**src/hw/isa_pkg.sv**
```systemverilog
// RV32I integer subset only; no division, CSR or JALR target masking encodings
package isa_pkg;

    localparam int XLEN       = 32;
    localparam int REG_ADDR_W = 5;
    localparam int SHAMT_W    = 5;                      // Shift amount is b[4:0]
    localparam logic [REG_ADDR_W-1:0] ZERO_REG = '0;    // x0 is hardwired

    // Iterations of the shift-add multiplier
    localparam int MUL_CYCLES = 32;
    localparam int MUL_CNT_W  = $clog2(MUL_CYCLES + 1);

    // Exact operation the ALU performs
    typedef enum logic [4:0] {
        ADD  = 5'd0,
        SUB  = 5'd1,
        AND  = 5'd2,
        OR   = 5'd3,
        XOR  = 5'd4,
        SLL  = 5'd5,
        SRL  = 5'd6,
        SRA  = 5'd7,
        SLT  = 5'd8,
        SLTU = 5'd9,
        MUL  = 5'd10
    } alu_ctrl_e;

    // Operand class picks the ALU inputs
    typedef enum logic [2:0] {
        LOAD_STORE = 3'b000,
        BRANCH     = 3'b001,
        REG_IMM    = 3'b010,
        JUMP       = 3'b011,
        LUI        = 3'b100,
        AUIPC      = 3'b101
    } opnd_class_e;

    typedef enum logic [2:0] {BEQ = 3'b000, BNE = 3'b001, BLT = 3'b100,
                              BGE = 3'b101, BLTU = 3'b110, BGEU = 3'b111} branch_e;

endpackage

```
**src/hw/pipe_pkg.sv**
```systemverilog
// Stage-to-stage records; the issue side must start with ISSUE_CREDITS and never exceed it
package pipe_pkg;

    // Operation as it leaves decode
    typedef struct packed {
        logic [isa_pkg::XLEN-1:0]       rs1_value;
        logic [isa_pkg::XLEN-1:0]       rs2_value;
        logic [isa_pkg::XLEN-1:0]       imm;
        logic [isa_pkg::XLEN-1:0]       pc;
        logic [isa_pkg::REG_ADDR_W-1:0] rs1_addr;
        logic [isa_pkg::REG_ADDR_W-1:0] rs2_addr;
        logic [isa_pkg::REG_ADDR_W-1:0] rd;
        logic                           use_imm;    // REG_IMM takes imm instead of rs2
        logic                           reg_write;
        logic                           is_branch;
        isa_pkg::alu_ctrl_e             alu_ctrl;
        isa_pkg::opnd_class_e           opnd_class;
        isa_pkg::branch_e               branch_kind;
    } ex_op_t;

    typedef struct packed {
        logic                           valid;
        logic [isa_pkg::REG_ADDR_W-1:0] rd;
        logic [isa_pkg::XLEN-1:0]       data;
    } bypass_t;

    // Result handed to the memory stage
    typedef struct packed {
        logic [isa_pkg::XLEN-1:0]       result;
        logic [isa_pkg::REG_ADDR_W-1:0] rd;
        logic                           reg_write;
        logic                           branch_taken;
        logic [isa_pkg::XLEN-1:0]       branch_target;
    } ex_res_t;

    localparam int ISSUE_CREDITS   = 1;     // Same as input slot depth
    localparam int RES_CREDITS_MAX = 4;
    localparam int RES_CNT_W       = $clog2(RES_CREDITS_MAX + 1);

endpackage

```
**src/hw/operand_forward.sv**
```systemverilog
// Purely combinational; ex_bypass has priority over wb_bypass and x0 is never forwarded
`timescale 1ns/1ps

module operand_forward (
    input  logic [isa_pkg::REG_ADDR_W-1:0] rs1_addr,
    input  logic [isa_pkg::REG_ADDR_W-1:0] rs2_addr,
    input  logic [isa_pkg::XLEN-1:0]       rs1_value,
    input  logic [isa_pkg::XLEN-1:0]       rs2_value,
    input  pipe_pkg::bypass_t              ex_bypass,
    input  pipe_pkg::bypass_t              wb_bypass,
    output logic [isa_pkg::XLEN-1:0]       rs1_fwd,
    output logic [isa_pkg::XLEN-1:0]       rs2_fwd
);
    import isa_pkg::*;
    import pipe_pkg::*;

    // Youngest matching producer wins, register file value otherwise
    function automatic logic [XLEN-1:0] pick_source(
        input logic [REG_ADDR_W-1:0] addr,
        input logic [XLEN-1:0]       reg_value,
        input bypass_t               ex_byp,
        input bypass_t               wb_byp
    );
        logic [XLEN-1:0] value;
        value = reg_value;
        if (addr != ZERO_REG)
        begin
            if (ex_byp.valid && ex_byp.rd == addr)
                value = ex_byp.data;
            else if (wb_byp.valid && wb_byp.rd == addr)
                value = wb_byp.data;
        end
        return value;
    endfunction

    assign rs1_fwd = pick_source(rs1_addr, rs1_value, ex_bypass, wb_bypass);
    assign rs2_fwd = pick_source(rs2_addr, rs2_value, ex_bypass, wb_bypass);

endmodule

```
**src/hw/alu.sv**
```systemverilog
// MUL is iterative and keeps busy high for MUL_CYCLES cycles; other operations are combinational
`timescale 1ns/1ps

module alu (
    input  logic                     clk,
    input  logic                     rst,
    input  logic                     start,
    input  isa_pkg::alu_ctrl_e       ctrl,
    input  logic [isa_pkg::XLEN-1:0] a,
    input  logic [isa_pkg::XLEN-1:0] b,
    output logic [isa_pkg::XLEN-1:0] result,
    output logic                     zero,
    output logic                     busy
);
    import isa_pkg::*;

    logic                 mul_start;
    logic [XLEN-1:0]      mcand;        // Shifted left each step
    logic [XLEN-1:0]      mplier;       // Shifted right each step
    logic [XLEN-1:0]      product;      // Low word of the partial sum
    logic [MUL_CNT_W-1:0] steps_left;
    logic [SHAMT_W-1:0]   shamt;

    assign mul_start = start && (ctrl == MUL);
    assign shamt     = b[SHAMT_W-1:0];

    always_ff @(posedge clk or posedge rst)
    begin
        if (rst)
        begin
            busy       <= 1'b0;
            steps_left <= '0;
        end
        else if (mul_start)
        begin
            busy       <= 1'b1;
            steps_left <= MUL_CNT_W'(MUL_CYCLES);
        end
        else if (busy)
        begin
            steps_left <= steps_left - 1'b1;
            if (steps_left == MUL_CNT_W'(1))
                busy <= 1'b0;                   // Last add lands this edge
        end
    end

    // Shift-add datapath
    always_ff @(posedge clk)
    begin
        if (mul_start)
        begin
            mcand   <= a;
            mplier  <= b;
            product <= '0;
        end
        else if (busy)
        begin
            if (mplier[0])
                product <= product + mcand;
            mcand  <= mcand << 1;
            mplier <= mplier >> 1;
        end
    end

    always_comb
    begin
        case (ctrl)
            ADD:     result = a + b;
            SUB:     result = a - b;
            AND:     result = a & b;
            OR:      result = a | b;
            XOR:     result = a ^ b;
            SLL:     result = a << shamt;
            SRL:     result = a >> shamt;
            SRA:     result = $signed(a) >>> shamt;
            SLT:     result = {{(XLEN-1){1'b0}}, $signed(a) < $signed(b)};
            SLTU:    result = {{(XLEN-1){1'b0}}, a < b};
            MUL:     result = product;          // Valid once busy drops
            default: result = '0;
        endcase
    end

    assign zero = (result == '0);   // Equality test after SUB

endmodule

```
**src/hw/execute_stage.sv**
```systemverilog
// One-deep input slot; operands are forwarded only at accept and a result needs a held credit
`timescale 1ns/1ps

module execute_stage (
    input  logic                     clk,
    input  logic                     rst,
    input  logic                     issue_valid,
    input  pipe_pkg::ex_op_t         issue_op,
    input  logic [isa_pkg::XLEN-1:0] rs1_fwd,
    input  logic [isa_pkg::XLEN-1:0] rs2_fwd,
    input  logic                     res_credit,
    output logic                     issue_credit,
    output pipe_pkg::ex_op_t         fwd_op,
    output pipe_pkg::bypass_t        ex_bypass,
    output logic                     res_valid,
    output pipe_pkg::ex_res_t        res
);
    import isa_pkg::*;
    import pipe_pkg::*;

    ex_op_t               slot;
    logic                 slot_valid;
    logic                 slot_was_valid;       // Slot state one cycle back
    logic                 accept;
    logic                 fire;                 // Result register written this edge
    logic [XLEN-1:0]      alu_a;
    logic [XLEN-1:0]      alu_b;
    logic [XLEN-1:0]      alu_result;
    logic                 alu_zero;
    logic                 alu_busy;
    logic                 alu_start;
    logic                 alu_done;
    logic                 mul_started;
    logic                 cond_met;
    logic [XLEN-1:0]      branch_target;
    logic [RES_CNT_W-1:0] res_credits;
    logic                 byp_valid;

    assign fwd_op = issue_op;                   // Forwarding looks at the arriving operation
    assign accept = issue_valid && !slot_valid;

    always_ff @(posedge clk)
    begin
        if (accept)
        begin
            slot           <= issue_op;
            slot.rs1_value <= rs1_fwd;          // Frozen from here on
            slot.rs2_value <= rs2_fwd;
        end
    end

    always_comb
    begin
        case (slot.opnd_class)
            LOAD_STORE:
            begin
                alu_a = slot.rs1_value;
                alu_b = slot.imm;
            end
            BRANCH:
            begin
                alu_a = slot.rs1_value;
                alu_b = slot.rs2_value;
            end
            REG_IMM:
            begin
                alu_a = slot.rs1_value;
                alu_b = slot.use_imm ? slot.imm : slot.rs2_value;
            end
            LUI:
            begin
                alu_a = slot.imm;
                alu_b = '0;
            end
            default:    // JUMP and AUIPC
            begin
                alu_a = slot.pc;
                alu_b = slot.imm;
            end
        endcase
    end

    assign alu_start = slot_valid && (slot.alu_ctrl == MUL) && !mul_started;
    assign alu_done  = (slot.alu_ctrl != MUL) || (mul_started && !alu_busy);
    assign fire      = slot_valid && alu_done && (res_credits != '0);

    alu u_alu (
        .clk    (clk),
        .rst    (rst),
        .start  (alu_start),
        .ctrl   (slot.alu_ctrl),
        .a      (alu_a),
        .b      (alu_b),
        .result (alu_result),
        .zero   (alu_zero),
        .busy   (alu_busy)
    );

    // Decode sets SUB, SLT or SLTU to match the branch kind
    always_comb
    begin
        case (slot.branch_kind)
            BEQ:     cond_met = alu_zero;
            BNE:     cond_met = !alu_zero;
            BLT,
            BLTU:    cond_met = alu_result[0];
            BGE,
            BGEU:    cond_met = !alu_result[0];
            default: cond_met = 1'b0;
        endcase
    end

    assign branch_target = slot.pc + slot.imm;

    always_ff @(posedge clk or posedge rst)
    begin
        if (rst)
        begin
            slot_valid     <= 1'b0;
            slot_was_valid <= 1'b0;
            mul_started    <= 1'b0;
            res_valid      <= 1'b0;
            byp_valid      <= 1'b0;
            res_credits    <= '0;
        end
        else
        begin
            if (accept)
                slot_valid <= 1'b1;
            else if (fire)
                slot_valid <= 1'b0;
            slot_was_valid <= slot_valid;
            if (fire)
                mul_started <= 1'b0;
            else if (alu_start)
                mul_started <= 1'b1;
            res_valid <= fire;
            if (fire)
                byp_valid <= slot.reg_write && (slot.rd != ZERO_REG);
            case ({res_credit, fire})
                2'b10: if (res_credits != RES_CNT_W'(RES_CREDITS_MAX))
                    res_credits <= res_credits + 1'b1;      // Excess grant is dropped
                2'b01: res_credits <= res_credits - 1'b1;
                default: res_credits <= res_credits;
            endcase
        end
    end

    always_ff @(posedge clk)
    begin
        if (fire)
        begin
            res.result        <= alu_result;
            res.rd            <= slot.rd;
            res.reg_write     <= slot.reg_write;
            res.branch_taken  <= slot.is_branch && cond_met;
            res.branch_target <= branch_target;
        end
    end

    // Credit returns in the cycle after the slot empties
    assign issue_credit = slot_was_valid && !slot_valid;
    assign ex_bypass    = '{valid: byp_valid, rd: res.rd, data: res.result};

endmodule

```
**src/hw/ex_top.sv**
```systemverilog
// Standalone execute stage; wb_bypass stands in for the memory and write-back stages
`timescale 1ns/1ps

module ex_top (
    input  logic              clk,
    input  logic              rst,
    input  logic              issue_valid,
    input  pipe_pkg::ex_op_t  issue_op,
    input  pipe_pkg::bypass_t wb_bypass,
    input  logic              res_credit,
    output logic              issue_credit,
    output logic              res_valid,
    output pipe_pkg::ex_res_t res
);
    import isa_pkg::*;
    import pipe_pkg::*;

    ex_op_t          fwd_op;
    bypass_t         ex_bypass;     // Last result of this stage
    logic [XLEN-1:0] rs1_fwd;
    logic [XLEN-1:0] rs2_fwd;

    operand_forward u_fwd (
        .rs1_addr  (fwd_op.rs1_addr),
        .rs2_addr  (fwd_op.rs2_addr),
        .rs1_value (fwd_op.rs1_value),
        .rs2_value (fwd_op.rs2_value),
        .ex_bypass (ex_bypass),
        .wb_bypass (wb_bypass),
        .rs1_fwd   (rs1_fwd),
        .rs2_fwd   (rs2_fwd)
    );

    execute_stage u_stage (
        .clk          (clk),
        .rst          (rst),
        .issue_valid  (issue_valid),
        .issue_op     (issue_op),
        .rs1_fwd      (rs1_fwd),
        .rs2_fwd      (rs2_fwd),
        .res_credit   (res_credit),
        .issue_credit (issue_credit),
        .fwd_op       (fwd_op),
        .ex_bypass    (ex_bypass),
        .res_valid    (res_valid),
        .res          (res)
    );

endmodule

```
**config.mk**
```make
export PLATFORM = sky130hd
export DESIGN_NAME = ex_top
export DESIGN_NICKNAME = d
export VERILOG_FILES = /design/src/hw/isa_pkg.sv /design/src/hw/pipe_pkg.sv /design/src/hw/operand_forward.sv /design/src/hw/alu.sv /design/src/hw/execute_stage.sv /design/src/hw/ex_top.sv
export SDC_FILE = /design/constraint.sdc
export NUM_CORES = 1
export LEC_CHECK = 0
export BUFFER_PORTS_ARGS = -buffer_cell sky130_fd_sc_hd__buf_2
export CAP_MARGIN = 20
export CORE_UTILIZATION = 45
export DETAILED_ROUTE_END_ITERATION = 8
export MAX_ROUTING_LAYER = met4
export PLACE_DENSITY = 0.7
export SLEW_MARGIN = 40
export SYNTH_ARGS = -nofsm -noshare
export SYNTH_HDL_FRONTEND = slang
export SYNTH_HIERARCHICAL = 1
export SYNTH_SLANG_ARGS = --single-unit
```
**constraint.sdc**
```tcl
create_clock -name clk -period 9 [get_ports clk]
set_input_delay 1.8 -clock clk [delete_from_list [all_inputs] [get_ports clk]]
set_output_delay 1.8 -clock clk [all_outputs]
set_load 0.02 [all_outputs]
```
==> flow_metrics.py <==
metrics = {
    "route": {
        "highest_layer": "met4",
        "wl_met1_um": 42100,
        "drtIter0Drc": 3536,
        "vias": 25300,
        "routedWlPerCell_um": 27.4,
        "first_pass_iters": 9,
        "drtAntennaViolNets": 0,
        "wl_met3_um": 11900,
        "finalWirelength_um": 105000,
        "dr_wl_met2_um": 44400,
        "vias_per_cell": 6.61,
        "drc_errors": 0,
    },
    "floorplanning": {
        "design.die.area_mm2": 0.0617,
        "io_pins": 272,
        "die_height_um": 248,
        "die_w_um": 248,
        "core_area_mm2": 0.0595,
        "core.rowCount": 89,
        "initial_core_util": 0.459,
    },
    "run_status": {
        "status": "completed",
    },
    "clock_network": {
        "cts_tree": "done",
        "post_cts_resized": 0,
        "cts_sinks": 329,
        "cts_buffer_depth": 3,
        "clk_pin_slew_ns": 0.06,
        "cts_hold_buf": 0,
        "clkLatencyLatePin_ns": 0.58,
        "post_cts_buffers": 0,
        "htreeDepth": 2,
        "numCtsBuffers": 38,
        "root_buffer": "clkbuf_16",
    },
    "setup_path": {
        "max_stage_delay_ns": 0.69,
        "crit_arrival_ns": 7.42,
        "crit_type": "flip-flop to flip-flop",
        "cp.required_ns": 9.31,
        "crit_slowest_cell": "or4b_2",
        "cpMostUsedCell": "a21oi_1",
        "crit_fanout": 32,
        "path_cells": "a21oi_2 -> buf_4 -> a22oi_1 -> nand2_1 -> inv_1 -> ha_1 -> nor3_1 -> o311ai_1 -> a311oi_2 -> a21oi_1 -> o31ai_2 -> o21ai_1 -> a221oi_1 -> a21oi_1 -> or4b_2 -> or4_1 -> nor4_2 -> o311ai_0 -> and3_1",
        "critPathCaptureType": "flip-flop",
        "cp-start-kind": "flip-flop",
    },
    "layout": {
        "postLayoutCellArea_mm2": 0.0298,
        "drive_above_1_share": 0.193,
        "fin_cells": 3830,
        "fillerInstances": 5529,
        "fin_util": 0.501,
        "area_delta_synth_final_pct": 9.02,
        "final_nets": 3388,
    },
    "placed_design": {
        "place_area_mm2": 0.0284,
        "post-place-ws_ns": 2.18,
        "io_buffers": 271,
        "post-place-cells": 3754,
        "place_congestion": 1.10,
        "post-dp-hpwl_um": 78400,
    },
    "sta": {
        "setup_tns_ns": 0,
        "fmax_mhz": 141,
        "fin_ws_ns": 1.89,
        "rsz0062_at_grt": "no",
        "setup_viol": 0,
        "hold_viol": 0,
        "relSlewSlack": 0.327,
        "fin_crit_sh": 0.790,
        "post-route-min-period_ns": 7.11,
        "finalMaxSlewViolations": 0,
        "finClkSkew_ns": 0.0330,
        "worst_slew_pin_slew_ns": 1.00,
    },
    "run": {
        "drv_cap": 0,
    },
    "global_route": {
        "grt_pass1_wl_um": 153000,
        "grt_pass1_vias": 23600,
        "grtUsageTotal": 0.343,
        "grt_start_max_net_pins": 142,
        "overflow": 0,
        "grt_antenna_before_repair": 5,
    },
    "synthesis": {
        "synth_cells": 2960,
        "syn_area_mm2": 0.0273,
        "ys.warnings.count": 6,
        "avgSynthCellArea_um2": 9.23,
        "syn-num-nets": 3327,
    },
    "power": {
        "cellPowerDensity_mw_per_mm2": 318,
        "peakVddDrop_v": 0.000361,
        "p_leak_nw": 11.9,
    },
    "hold_path": {
        "hp-class": "flip-flop to flip-flop",
    },
}
## layer usage
layer,global-route usage,vias to the layer above
met5,-,-
met4,0.192,0
met3,0.0754,319
met2,0.496,1745
met1,0.443,12100
li1,-,11100
## area by class of cell
cell class | count | area, um2 | area share
multi-input combinational | 2203 | 15700 | 0.529
tap | 773 | 967 | 0.0325
sequential | 329 | 9480 | 0.319
clock inverter | 27 | 334 | 0.0112
inverter | 126 | 474 | 0.0159
antenna | 8 | 20.0 | 0.000672
clock buffer | 41 | 972 | 0.0327
timing repair buffer | 323 | 1770 | 0.0596
## through the flow
stage	hold slack [ns]	power, mW
global placement	0.430	7.59
finish	0.453	9.46
floorplan	0.417	6.12
global route	0.460	9.85
CTS	0.451	9.27
detailed placement	0.430	7.59
## state kept, by name, indices dropped and copies added (netlist names), 3 cells and up
register                  count
u_stage/ex_bypass            37
u_stage/res                  34
u_stage/res_credits           3
u_stage/slot                147
u_stage/u_alu/mcand          32
u_stage/u_alu/mplier         32
u_stage/u_alu/product        32
u_stage/u_alu/steps_left      6
## cell usage in the layout, fill, tap and decap left out, types with 60 or more instances in the layout
cell type and n:
edfxtp_1 282, o22ai_1 77, ha_1 163, xnor2_1 62, a21oi_1 184, nand2_1 364
o21ai_0 205, inv_1 123, buf_2 271, a2bb2oi_2 60, nor2_1 187, nand3_1 66
## worst max-delay path: cells and delay by family (launching register included)
kind	cells	cell delay, ns
adders and majority gates	1	0.37
DFF	1	0.44
buffers and inverters	2	0.58
and+or+nand+nor	6	2.30
AOI/OAI and AO/OA	10	3.14
## final timing paths
kind	to	slack [ns]	start	depth (start not counted)
max	u_stage/res[32]	1.89	u_stage/slot[4]	19
min	u_stage/ex_bypass[33]	0.45	u_stage/slot[15]	0
max reg2reg	u_stage/res[32]	1.89	u_stage/slot[4]	19
min reg2reg	u_stage/ex_bypass[33]	0.45	u_stage/slot[15]	0
max in group asynchronous	u_stage/res_valid	7.50	rst	2
min in group asynchronous	u_stage/u_alu/steps_left[1]	1.20	rst	2
## power by group
group / internal [mW] / leakage [nW] / switching, mW
logic: 1.79 / 8.20 / 3.47
clock network: 0.965 / 0.625 / 0.678
registers: 2.19 / 3.11 / 0.363
(Power assumes the default switching activity.)
